==> config.mk <==
export PLATFORM = sky130hd
export DESIGN_NAME = pbch_ibar_estimator
export DESIGN_NICKNAME = d
export VERILOG_FILES = /design/src/common/pbch_pkg.sv /design/src/detect/dmrs_correlator.sv /design/src/detect/ibar_detector.sv /design/src/dmrs/dmrs_generator.sv /design/src/dmrs/dmrs_memory.sv /design/src/gold_lfsr.sv /design/src/pbch_ibar_estimator.sv
export SDC_FILE = /design/constraint.sdc
export NUM_CORES = 2
export LEC_CHECK = 0
export BUFFER_PORTS_ARGS = -buffer_cell sky130_fd_sc_hd__buf_2
export CAP_MARGIN = 15
export CORE_MARGIN = 2
export CORE_UTILIZATION = 35
export DETAILED_ROUTE_END_ITERATION = 10
export GPL_TIMING_DRIVEN = 0
export RECOVER_POWER = 25
export SLEW_MARGIN = 20
export SYNTH_ARGS = -nofsm -noshare
export SYNTH_HDL_FRONTEND = slang
export SYNTH_SLANG_ARGS = --single-unit
==> constraint.sdc <==
create_clock -name clk_i -period 11.8 [get_ports clk_i]
set_input_delay 1.77 -clock clk_i [delete_from_list [all_inputs] [get_ports clk_i]]
set_output_delay 1.77 -clock clk_i [all_outputs]
set_load 0.005 [all_outputs]
==> src/common/pbch_pkg.sv <==
package pbch_pkg;

    // Gold sequence generator
    localparam int LFSR_N = 31;
    localparam int GOLD_NC = 1600;

    // PBCH DMRS: 144 Gold bits per ibar, stored as 72 QPSK symbols
    localparam int DMRS_SYMS = 72;
    localparam int NUM_IBAR = 8;

    // PBCH symbol layout, pilots on every 4th subcarrier
    localparam int FFT_LEN = 256;
    localparam int PILOT_SPACING = 4;
    localparam int NUM_PILOTS = 64;

    // one IQ sample with the real part in the low half
    localparam int IQ_W = 16;
    localparam int SAMPLE_W = 32;

    localparam int MAX_CELL_ID = 1007;

    typedef logic [$clog2(MAX_CELL_ID + 1) - 1 : 0] n_id_t;

    typedef logic [$clog2(NUM_IBAR) - 1 : 0] ibar_t;

    // bit 1 holds c(2m) and bit 0 holds c(2m+1)
    typedef logic [1 : 0] qpsk_t;

    typedef logic [$clog2(DMRS_SYMS) - 1 : 0] dmrs_idx_t;

    // one extra bit so the count can rest at FFT_LEN once the symbol is complete
    typedef logic [$clog2(FFT_LEN + 1) - 1 : 0] sc_idx_t;

    // two bits compared per pilot
    typedef logic [$clog2(2 * NUM_PILOTS + 1) - 1 : 0] corr_t;

    typedef logic [SAMPLE_W - 1 : 0] sample_t;

    typedef logic [LFSR_N - 1 : 0] lfsr_state_t;

    // covers the skipped bits and the stored bits of one generation
    typedef logic [$clog2(GOLD_NC + 2 * DMRS_SYMS) - 1 : 0] gen_cnt_t;

endpackage

==> src/detect/dmrs_correlator.sv <==
`timescale 1ns/100ps

module dmrs_correlator (
    input  logic                                           clk_i,
    input  logic                                           reset_ni,
    input  pbch_pkg::sample_t                              sample_i,
    input  logic                                           sample_valid_i,
    input  logic                                           busy_i,
    input  logic                                           clear_i,
    input  logic [$clog2(pbch_pkg::PILOT_SPACING) - 1 : 0] pilot_offset_i,
    input  pbch_pkg::qpsk_t [pbch_pkg::NUM_IBAR - 1 : 0]   rd_syms_i,
    output pbch_pkg::dmrs_idx_t                            rd_idx_o,
    output logic                                           done_o,
    output pbch_pkg::corr_t [pbch_pkg::NUM_IBAR - 1 : 0]   corr_o
);

    logic                accept;
    logic                is_pilot;
    logic                pilot_q;
    logic                last_q;
    pbch_pkg::sample_t   samp_q;
    pbch_pkg::sc_idx_t   sc_cnt_q;
    pbch_pkg::dmrs_idx_t pilot_cnt_q;
    pbch_pkg::qpsk_t     demod;

    // the counter rests at FFT_LEN, so extra samples after the symbol are dropped
    assign accept   = busy_i && sample_valid_i &&
                      (sc_cnt_q != pbch_pkg::sc_idx_t'(pbch_pkg::FFT_LEN));
    assign is_pilot = (sc_cnt_q[$clog2(pbch_pkg::PILOT_SPACING) - 1 : 0] == pilot_offset_i);

    // the read is issued with the sample, so memory data lines up with samp_q
    assign rd_idx_o = pilot_cnt_q;

    // hard QPSK decision, a negative component gives a one
    assign demod = {samp_q[pbch_pkg::IQ_W - 1], samp_q[pbch_pkg::SAMPLE_W - 1]};

    always_ff @(posedge clk_i) begin
        if (accept) begin
            samp_q <= sample_i;
        end
    end

    always_ff @(posedge clk_i) begin
        if (!reset_ni || clear_i) begin
            sc_cnt_q    <= '0;
            pilot_cnt_q <= '0;
            pilot_q     <= 1'b0;
            last_q      <= 1'b0;
            done_o      <= 1'b0;
            corr_o      <= '0;
        end else begin
            pilot_q <= accept && is_pilot;
            last_q  <= accept && (sc_cnt_q == pbch_pkg::sc_idx_t'(pbch_pkg::FFT_LEN - 1));
            done_o  <= last_q;
            if (accept) begin
                sc_cnt_q <= sc_cnt_q + 1'b1;
                if (is_pilot) begin
                    pilot_cnt_q <= pilot_cnt_q + 1'b1;
                end
            end
            if (pilot_q) begin
                for (int i = 0; i < pbch_pkg::NUM_IBAR; i++) begin
                    corr_o[i] <= corr_o[i]
                        + pbch_pkg::corr_t'(demod[1] == rd_syms_i[i][1])
                        + pbch_pkg::corr_t'(demod[0] == rd_syms_i[i][0]);
                end
            end
        end
    end

    // every offset places the same number of pilots in one symbol
    a_pilots_per_symbol : assert property (
        @(posedge clk_i) disable iff (!reset_ni)
        done_o |-> (pilot_cnt_q == pbch_pkg::dmrs_idx_t'(pbch_pkg::NUM_PILOTS))
    );

endmodule

==> src/detect/ibar_detector.sv <==
`timescale 1ns/100ps

module ibar_detector (
    input  logic                                         clk_i,
    input  logic                                         reset_ni,
    input  logic                                         pbch_start_i,
    input  logic                                         dmrs_ready_i,
    input  logic                                         done_i,
    input  pbch_pkg::corr_t [pbch_pkg::NUM_IBAR - 1 : 0] corr_i,
    output logic                                         busy_o,
    output logic                                         clear_o,
    output pbch_pkg::ibar_t                              ibar_o,
    output pbch_pkg::corr_t                              corr_o,
    output logic                                         ibar_valid_o
);

    typedef enum logic [1 : 0] {
        ST_IDLE,
        ST_COLLECT,
        ST_DECIDE
    } state_t;

    state_t          state_q;
    logic            start_ok;
    pbch_pkg::ibar_t best_ibar;
    pbch_pkg::corr_t best_corr;

    // starts are only taken with valid pilots and no symbol in flight
    assign start_ok = (state_q == ST_IDLE) && pbch_start_i && dmrs_ready_i;

    // clearing in the start cycle leaves the first sample free to follow directly
    assign clear_o      = start_ok;
    assign busy_o       = (state_q == ST_COLLECT);
    assign ibar_valid_o = (state_q == ST_DECIDE);

    // a later candidate must beat the current best strictly, so ties go to the lowest ibar
    always_comb begin
        best_ibar = '0;
        best_corr = corr_i[0];
        for (int i = 1; i < pbch_pkg::NUM_IBAR; i++) begin
            if (corr_i[i] > best_corr) begin
                best_ibar = pbch_pkg::ibar_t'(i);
                best_corr = corr_i[i];
            end
        end
    end

    always_ff @(posedge clk_i) begin
        if (!reset_ni) begin
            state_q <= ST_IDLE;
        end else begin
            case (state_q)
                ST_IDLE: begin
                    if (start_ok) begin
                        state_q <= ST_COLLECT;
                    end
                end
                ST_COLLECT: begin
                    if (done_i) begin
                        state_q <= ST_DECIDE;
                    end
                end
                default: begin
                    state_q <= ST_IDLE;
                end
            endcase
        end
    end

    // the result is held until the next detection replaces it
    always_ff @(posedge clk_i) begin
        if ((state_q == ST_COLLECT) && done_i) begin
            ibar_o <= best_ibar;
            corr_o <= best_corr;
        end
    end

    a_single_valid : assert property (
        @(posedge clk_i) disable iff (!reset_ni)
        ibar_valid_o |=> !ibar_valid_o
    );

endmodule

==> src/dmrs/dmrs_generator.sv <==
`timescale 1ns/100ps

module dmrs_generator (
    input  logic                                          clk_i,
    input  logic                                          reset_ni,
    input  pbch_pkg::n_id_t                               n_id_i,
    input  logic                                          n_id_valid_i,
    output logic                                          wr_en_o,
    output pbch_pkg::dmrs_idx_t                           wr_idx_o,
    output pbch_pkg::qpsk_t [pbch_pkg::NUM_IBAR - 1 : 0]  wr_bits_o,
    output logic [$clog2(pbch_pkg::PILOT_SPACING) - 1 : 0] pilot_offset_o,
    output logic                                          dmrs_ready_o
);

    logic                                  running_q;
    pbch_pkg::gen_cnt_t                    cnt_q;
    pbch_pkg::gen_cnt_t                    store_pos;
    logic                                  storing;
    logic                                  x1_bit;
    logic [pbch_pkg::NUM_IBAR - 1 : 0]     x2_bit;
    logic [pbch_pkg::NUM_IBAR - 1 : 0]     gold_bit;
    logic [pbch_pkg::NUM_IBAR - 1 : 0]     hi_bits_q;

    // x1 always starts from 1
    gold_lfsr #(
        .TAPS('h9)
    ) u_x1_lfsr (
        .clk_i   (clk_i),
        .reset_ni(reset_ni),
        .load_i  (n_id_valid_i),
        .seed_i  (pbch_pkg::lfsr_state_t'(1)),
        .bit_o   (x1_bit)
    );

    for (genvar i = 0; i < pbch_pkg::NUM_IBAR; i++) begin : g_x2
        pbch_pkg::lfsr_state_t c_init;

        // c_init = 2^11 (ibar+1)(floor(N_id/4)+1) + 2^6 (ibar+1) + (N_id mod 4)
        assign c_init = pbch_pkg::lfsr_state_t'(
            (((i + 1) * (32'(n_id_i[$bits(n_id_i) - 1 : 2]) + 1)) << 11)
            + ((i + 1) << 6)
            + 32'(n_id_i[1 : 0]));

        gold_lfsr #(
            .TAPS('hF)
        ) u_x2_lfsr (
            .clk_i   (clk_i),
            .reset_ni(reset_ni),
            .load_i  (n_id_valid_i),
            .seed_i  (c_init),
            .bit_o   (x2_bit[i])
        );

        assign gold_bit[i] = x1_bit ^ x2_bit[i];
    end

    // cnt_q equals the LFSR step n, so the stored bits start at n = GOLD_NC
    assign storing   = running_q && (cnt_q >= pbch_pkg::gen_cnt_t'(pbch_pkg::GOLD_NC));
    assign store_pos = cnt_q - pbch_pkg::gen_cnt_t'(pbch_pkg::GOLD_NC);

    always_ff @(posedge clk_i) begin
        if (!reset_ni) begin
            running_q      <= 1'b0;
            cnt_q          <= '0;
            wr_en_o        <= 1'b0;
            dmrs_ready_o   <= 1'b0;
            pilot_offset_o <= '0;
        end else if (n_id_valid_i) begin
            // a new cell ID abandons whatever generation was running
            running_q      <= 1'b1;
            cnt_q          <= '0;
            wr_en_o        <= 1'b0;
            dmrs_ready_o   <= 1'b0;
            pilot_offset_o <= n_id_i[$bits(pilot_offset_o) - 1 : 0];
        end else begin
            // write once the odd bit of a pair has arrived
            wr_en_o <= storing && store_pos[0];
            if (running_q) begin
                cnt_q <= cnt_q + 1'b1;
                if (cnt_q == pbch_pkg::gen_cnt_t'(pbch_pkg::GOLD_NC + 2 * pbch_pkg::DMRS_SYMS - 1)) begin
                    running_q <= 1'b0;
                end
            end
            if (wr_en_o && (wr_idx_o == pbch_pkg::dmrs_idx_t'(pbch_pkg::DMRS_SYMS - 1))) begin
                dmrs_ready_o <= 1'b1;
            end
        end
    end

    // even bits wait in hi_bits_q for their odd partner
    always_ff @(posedge clk_i) begin
        if (storing) begin
            if (!store_pos[0]) begin
                hi_bits_q <= gold_bit;
            end else begin
                wr_idx_o <= store_pos[$bits(pbch_pkg::dmrs_idx_t) : 1];
                for (int i = 0; i < pbch_pkg::NUM_IBAR; i++) begin
                    wr_bits_o[i] <= {hi_bits_q[i], gold_bit[i]};
                end
            end
        end
    end

    // the memory must be complete before anyone is told it is ready
    a_no_write_when_ready : assert property (
        @(posedge clk_i) disable iff (!reset_ni)
        dmrs_ready_o |-> !wr_en_o
    );

endmodule

==> src/dmrs/dmrs_memory.sv <==
`timescale 1ns/100ps

module dmrs_memory (
    input  logic                                         clk_i,
    input  logic                                         wr_en_i,
    input  pbch_pkg::dmrs_idx_t                          wr_idx_i,
    input  pbch_pkg::qpsk_t [pbch_pkg::NUM_IBAR - 1 : 0] wr_bits_i,
    input  pbch_pkg::dmrs_idx_t                          rd_idx_i,
    output pbch_pkg::qpsk_t [pbch_pkg::NUM_IBAR - 1 : 0] rd_syms_o
);

    // one row per DMRS index, holding the symbol of every ibar
    pbch_pkg::qpsk_t [pbch_pkg::NUM_IBAR - 1 : 0] mem_q [pbch_pkg::DMRS_SYMS];

    always_ff @(posedge clk_i) begin
        if (wr_en_i) begin
            mem_q[wr_idx_i] <= wr_bits_i;
        end
    end

    // all eight candidates come out together one cycle after the index
    always_ff @(posedge clk_i) begin
        rd_syms_o <= mem_q[rd_idx_i];
    end

    // the generator sequencing must never step past the last symbol
    a_wr_idx_in_range : assert property (
        @(posedge clk_i)
        wr_en_i |-> (wr_idx_i < pbch_pkg::dmrs_idx_t'(pbch_pkg::DMRS_SYMS))
    );

endmodule

==> src/gold_lfsr.sv <==
`timescale 1ns/100ps

module gold_lfsr #(
    parameter pbch_pkg::lfsr_state_t TAPS = 'h9
) (
    input  logic                  clk_i,
    input  logic                  reset_ni,
    input  logic                  load_i,
    input  pbch_pkg::lfsr_state_t seed_i,
    output logic                  bit_o
);

    // state[j] holds x(n+j), so bit 0 is the oldest bit of the window
    pbch_pkg::lfsr_state_t state_q;
    logic                  feedback;

    // x(n+31) is the XOR of every tapped x(n+j)
    assign feedback = ^(state_q & TAPS);

    always_ff @(posedge clk_i) begin
        if (!reset_ni) begin
            // an all-zero state would never leave zero
            state_q <= pbch_pkg::lfsr_state_t'(1);
        end else if (load_i) begin
            state_q <= seed_i;
        end else begin
            state_q <= {feedback, state_q[pbch_pkg::LFSR_N - 1 : 1]};
        end
    end

    assign bit_o = state_q[0];

endmodule

==> src/pbch_ibar_estimator.sv <==
`timescale 1ns/100ps

module pbch_ibar_estimator (
    input  logic              clk_i,
    input  logic              reset_ni,
    input  pbch_pkg::sample_t sample_i,
    input  logic              sample_valid_i,
    input  pbch_pkg::n_id_t   n_id_i,
    input  logic              n_id_valid_i,
    input  logic              pbch_start_i,
    output logic              dmrs_ready_o,
    output pbch_pkg::ibar_t   ibar_o,
    output pbch_pkg::corr_t   corr_o,
    output logic              ibar_valid_o
);

    logic                                           wr_en;
    pbch_pkg::dmrs_idx_t                            wr_idx;
    pbch_pkg::qpsk_t [pbch_pkg::NUM_IBAR - 1 : 0]   wr_bits;
    logic [$clog2(pbch_pkg::PILOT_SPACING) - 1 : 0] pilot_offset;
    pbch_pkg::dmrs_idx_t                            rd_idx;
    pbch_pkg::qpsk_t [pbch_pkg::NUM_IBAR - 1 : 0]   rd_syms;
    logic                                           busy;
    logic                                           clear;
    logic                                           done;
    pbch_pkg::corr_t [pbch_pkg::NUM_IBAR - 1 : 0]   corr;

    dmrs_generator u_dmrs_generator (
        .clk_i         (clk_i),
        .reset_ni      (reset_ni),
        .n_id_i        (n_id_i),
        .n_id_valid_i  (n_id_valid_i),
        .wr_en_o       (wr_en),
        .wr_idx_o      (wr_idx),
        .wr_bits_o     (wr_bits),
        .pilot_offset_o(pilot_offset),
        .dmrs_ready_o  (dmrs_ready_o)
    );

    dmrs_memory u_dmrs_memory (
        .clk_i    (clk_i),
        .wr_en_i  (wr_en),
        .wr_idx_i (wr_idx),
        .wr_bits_i(wr_bits),
        .rd_idx_i (rd_idx),
        .rd_syms_o(rd_syms)
    );

    dmrs_correlator u_dmrs_correlator (
        .clk_i         (clk_i),
        .reset_ni      (reset_ni),
        .sample_i      (sample_i),
        .sample_valid_i(sample_valid_i),
        .busy_i        (busy),
        .clear_i       (clear),
        .pilot_offset_i(pilot_offset),
        .rd_syms_i     (rd_syms),
        .rd_idx_o      (rd_idx),
        .done_o        (done),
        .corr_o        (corr)
    );

    ibar_detector u_ibar_detector (
        .clk_i       (clk_i),
        .reset_ni    (reset_ni),
        .pbch_start_i(pbch_start_i),
        .dmrs_ready_i(dmrs_ready_o),
        .done_i      (done),
        .corr_i      (corr),
        .busy_o      (busy),
        .clear_o     (clear),
        .ibar_o      (ibar_o),
        .corr_o      (corr_o),
        .ibar_valid_o(ibar_valid_o)
    );

endmodule
==> run_results.csv <==
group,metric,value,unit
global_routing,grt_pass1_wl,213.8,mm
synth,yosys_warnings,0,
sta,hold_violations,0,
drt,dr.pass1.iters,8,
sta,max_freq,86.26,MHz
placement,hpwl,99.83,mm
sta,finClkSkew,0.03182,ns
clocking,clock_sinks,1592,
global_routing,antenna_found_initial,6,
drt,drt-wirelength-per-cell,22.58,um
die,std_cell_rows,154,
die,die_y,425.3,um
global_routing,grt_usage,0.1595,
drt,first_iter_violations,3063,
die,fp.dieW,425.3,um
clocking,cts_buffers,157,
placement,port_buffers,28,
sta,min_period,11.59,ns
worst_hold_path,worstHoldPathType,"reg -> reg",
setup_path,crit_path_start_kind,"register",
power_and_ir_drop,p_leak,24.08,nW
finish,drive_above_1_share,0.2564,
die,initial_core_util,0.3524,
synth,synth_flop_cell,"edfxtp_1",
die,core_area,176300,um^2
finish,n_fill_cell,15490,
sta,setup_slack,0.2075,ns
setup_path,max_stage_delay,0.50,ns
drt,via_per_inst,5.035,
setup_path,cp_max_fo,5,
setup_path,crit_slowest_cell,"or4_4",
synth,yosysUniqueCellTypes,66,
die,ios,60,
power_and_ir_drop,max-vdd-ir-drop,0.1100,mV
clocking,clk_latency,0.80,ns
setup_path,cp_data_arrival_time,12.17,ns
setup_path,crit_path_end_kind,"register",
drt,drc,0,
clocking,clk_path_buf_depth,3,
setup_path,critical_path_required,12.38,ns
clocking,cts_root_buf,"clkbuf_16",
clocking,hold_buffers,0,
sta,setup_viol,0,
global_routing,overflow,0,
placement,gp_congestion,0.8448,
global_routing,grt_max_degree,29,
synth,syn_inst,3517,
finish,finalNetCount,4079,
sta,timing.hold.ws,0.4030,ns
global_routing,grt_pass1_vias,32500,
flow_run,cap_violations,0,
outcome,status,"finished clean",
sta,rsz0062_at_grt,"yes",
sta,slew_headroom,0.1555,
drt,wl,144.2,mm
synth,synth_edf_count,1196,
finish,fin_util,0.4159,
placement,post-place-ws,-2.561,ns
finish,syn_to_final_growth,18.02,%
power_and_ir_drop,power,11.08,mW
clocking,cts_tree,"built",
clocking,cts_max_level,4,
sta,max_slew.worst_pin.slew,1.267,ns
drt,detail-route-antenna-nets,0,
synth,syn-num-nets,3684,
sta,drv_slew,0,
placement,post-place-cells,6010,
sta,timing.final.crit_share,0.9824,
drt,num_vias,32150,
finish,layout.cells.non_filler,6385,
synth,yosysSeqAreaShare,0.7056,
die,dieArea,180900,um^2
clocking,clkSlewWorstSetupHoldPaths,0.06,ns
synth,synth.avg_cell_area,17.67,um^2
synth,async_flop_share,0,
power_and_ir_drop,power.density,151.2,nW/um^2
synth,syn_area,62130,um^2
synth,ys_seq_elements,1592,
setup_path,path_class,"reg -> reg",
[through the flow]
| stage | TNS, ns | cell area, um^2 |
|---|---|---|
| 2_1_floorplan | 0 | 62150 |
| 3_3_place_gp | -27.28 | 65210 |
| 3_5_place_dp | -27.48 | 67090 |
| 4_1_cts | 0 | 73060 |
| 5_1_grt | -2.862 | 73320 |
| 6_report | 0 | 73330 |
[synthesized netlist by cell type, types with 29 or more instances]
cell type  count  share of area
nand4_1       29         0.0029
nand3_1       46         0.0037
inv_1         93         0.0056
o21ai_0       37         0.0030
edfxtp_1    1196           0.58
nor2b_1       33         0.0033
xnor2_1       67         0.0094
a21oi_1       52         0.0042
mux4_2       368           0.13
dfxtp_1      396           0.13
nor2_1       236          0.014
clkbuf_1     117         0.0071
and2_1       171          0.017
mux2i_1       50         0.0081
buf_1         44         0.0027
xor2_1        80          0.011
a21o_1        65         0.0079
nand2_1       81         0.0049
ha_1         102          0.021
nand2b_1      33         0.0033
[layout make-up]
type | count | area [um^2] | share of cell area
Clock inverter | 89 | 798.3 | 0.01089
Timing Repair Buffer | 237 | 2140 | 0.02918
Multi-Input combinational cell | 1668 | 18300 | 0.2495
Tap cell | 2340 | 2928 | 0.03993
Inverter | 93 | 354.1 | 0.004829
Antenna cell | 4 | 10.01 | 0.0001365
Clock buffer | 199 | 4255 | 0.05803
Sequential cell | 1592 | 43860 | 0.5982
Buffer | 163 | 681.9 | 0.009299
[flip-flops by register name, indices dropped and copies added, names as in the netlist, 3 cells and up]
register and count:
u_dmrs_generator.cnt_q 11, u_dmrs_memory.mem_q 1152, u_dmrs_memory.rd_syms_o 16, u_dmrs_generator.wr_idx_o 7, u_dmrs_correlator.rd_idx_o 7, u_ibar_detector.ibar_o 3
u_dmrs_generator.u_x1_lfsr.state_q 31, u_ibar_detector.corr_o 8, u_dmrs_generator.hi_bits_q 8, u_dmrs_generator.wr_bits_o 16, u_dmrs_generator.g_x2.u_x2_lfsr.state_q 248, u_dmrs_correlator.sc_cnt_q 9
u_dmrs_correlator.corr_o 64
[where the power goes]
group	switching (mW)	leakage, nW	internal (mW)	total (mW)
clock	2.14	2.46	2.77	4.90
sequential	0.0117	14.0	5.98	5.99
combinational	0.112	7.64	0.0807	0.193
total	2.26	24.1	8.83	11.1
[worst max-delay path: cells and delay by family, from the launching register on]
kind                       cells  cell delay, ns
AOI/OAI and AO/OA             27            4.06
adders and majority gates      7            1.65
buffers and inverters         12            1.43
DFF                            1            0.35
muxes                          4            1.19
and+or+nand+nor               20            2.64
[layer usage]
layer  share of wire  track usage  vias to the layer above
li1                -            -                    14330
met1            0.44       0.2198                    16700
met2            0.48       0.2568                      907
met3           0.055      0.02494                      213
met4           0.029      0.05591                        0
met5               0            0                        -
[worst paths after layout]
path	startpoint	end	slack, ns	depth (start not counted)
max	u_dmrs_correlator.corr_o[4]	u_ibar_detector.corr_o[1]	0.21	70
min	u_dmrs_generator.hi_bits_q[3]	u_dmrs_generator.wr_bits_o[7]	0.40	0
max reg2reg	u_dmrs_correlator.corr_o[4]	u_ibar_detector.corr_o[1]	0.21	70
min reg2reg	u_dmrs_generator.hi_bits_q[3]	u_dmrs_generator.wr_bits_o[7]	0.40	0
[cells by family (layout without fill, tap and decap cells)]
group                    Yosys count  after routing  synth area share
AO/OA/AOI/OAI                    272            272           0.03027
XOR/XNOR                         147            147           0.02072
adder cells (fa/ha/maj)          120            120           0.02634
buffers and inverters            258            781           0.01571
flip-flops                      1592           1592            0.7056
multiplexers                     435            435            0.1445
other                              0              4                 0
AND/OR/NAND/NOR                  693            694           0.05681
[timing repair]
item,4_1_cts,5_1_grt
buffers inserted,57,27
cloned,1,1
endpoints found under the setup margin,11,11
gates resized for setup,100,85
pin swaps,36,55
[layout by cell type, fill, tap and decap left out, types with 10 or more instances in the layout]
| cell type | count |
|---|---|
| mux2i_1 | 41 |
| and3_1 | 21 |
| nor2_1 | 169 |
| a21boi_0 | 20 |
| buf_2 | 39 |
| clkbuf_16 | 162 |
| o21a_1 | 21 |
| fa_1 | 18 |
| nand2_1 | 80 |
| clkinv_1 | 28 |
| nand4_1 | 29 |
| nor2_2 | 59 |
| buf_1 | 36 |
| buf_4 | 85 |
| xor2_1 | 80 |
| buf_6 | 54 |
| a21o_1 | 65 |
| dfxtp_1 | 387 |
| nand2b_1 | 30 |
| inv_1 | 79 |
| mux2_4 | 11 |
| nand3_1 | 43 |
| nor2b_1 | 32 |
| mux4_2 | 368 |
| ha_1 | 74 |
| a21oi_1 | 42 |
| edfxtp_1 | 1196 |
| and2_1 | 168 |
| xnor2_1 | 67 |
| clkinv_2 | 25 |
| clkbuf_1 | 168 |
| inv_2 | 12 |
| ha_4 | 24 |
| o21ai_0 | 25 |
| buf_8 | 37 |
| a211oi_1 | 10 |
(Power assumes the default switching activity.)
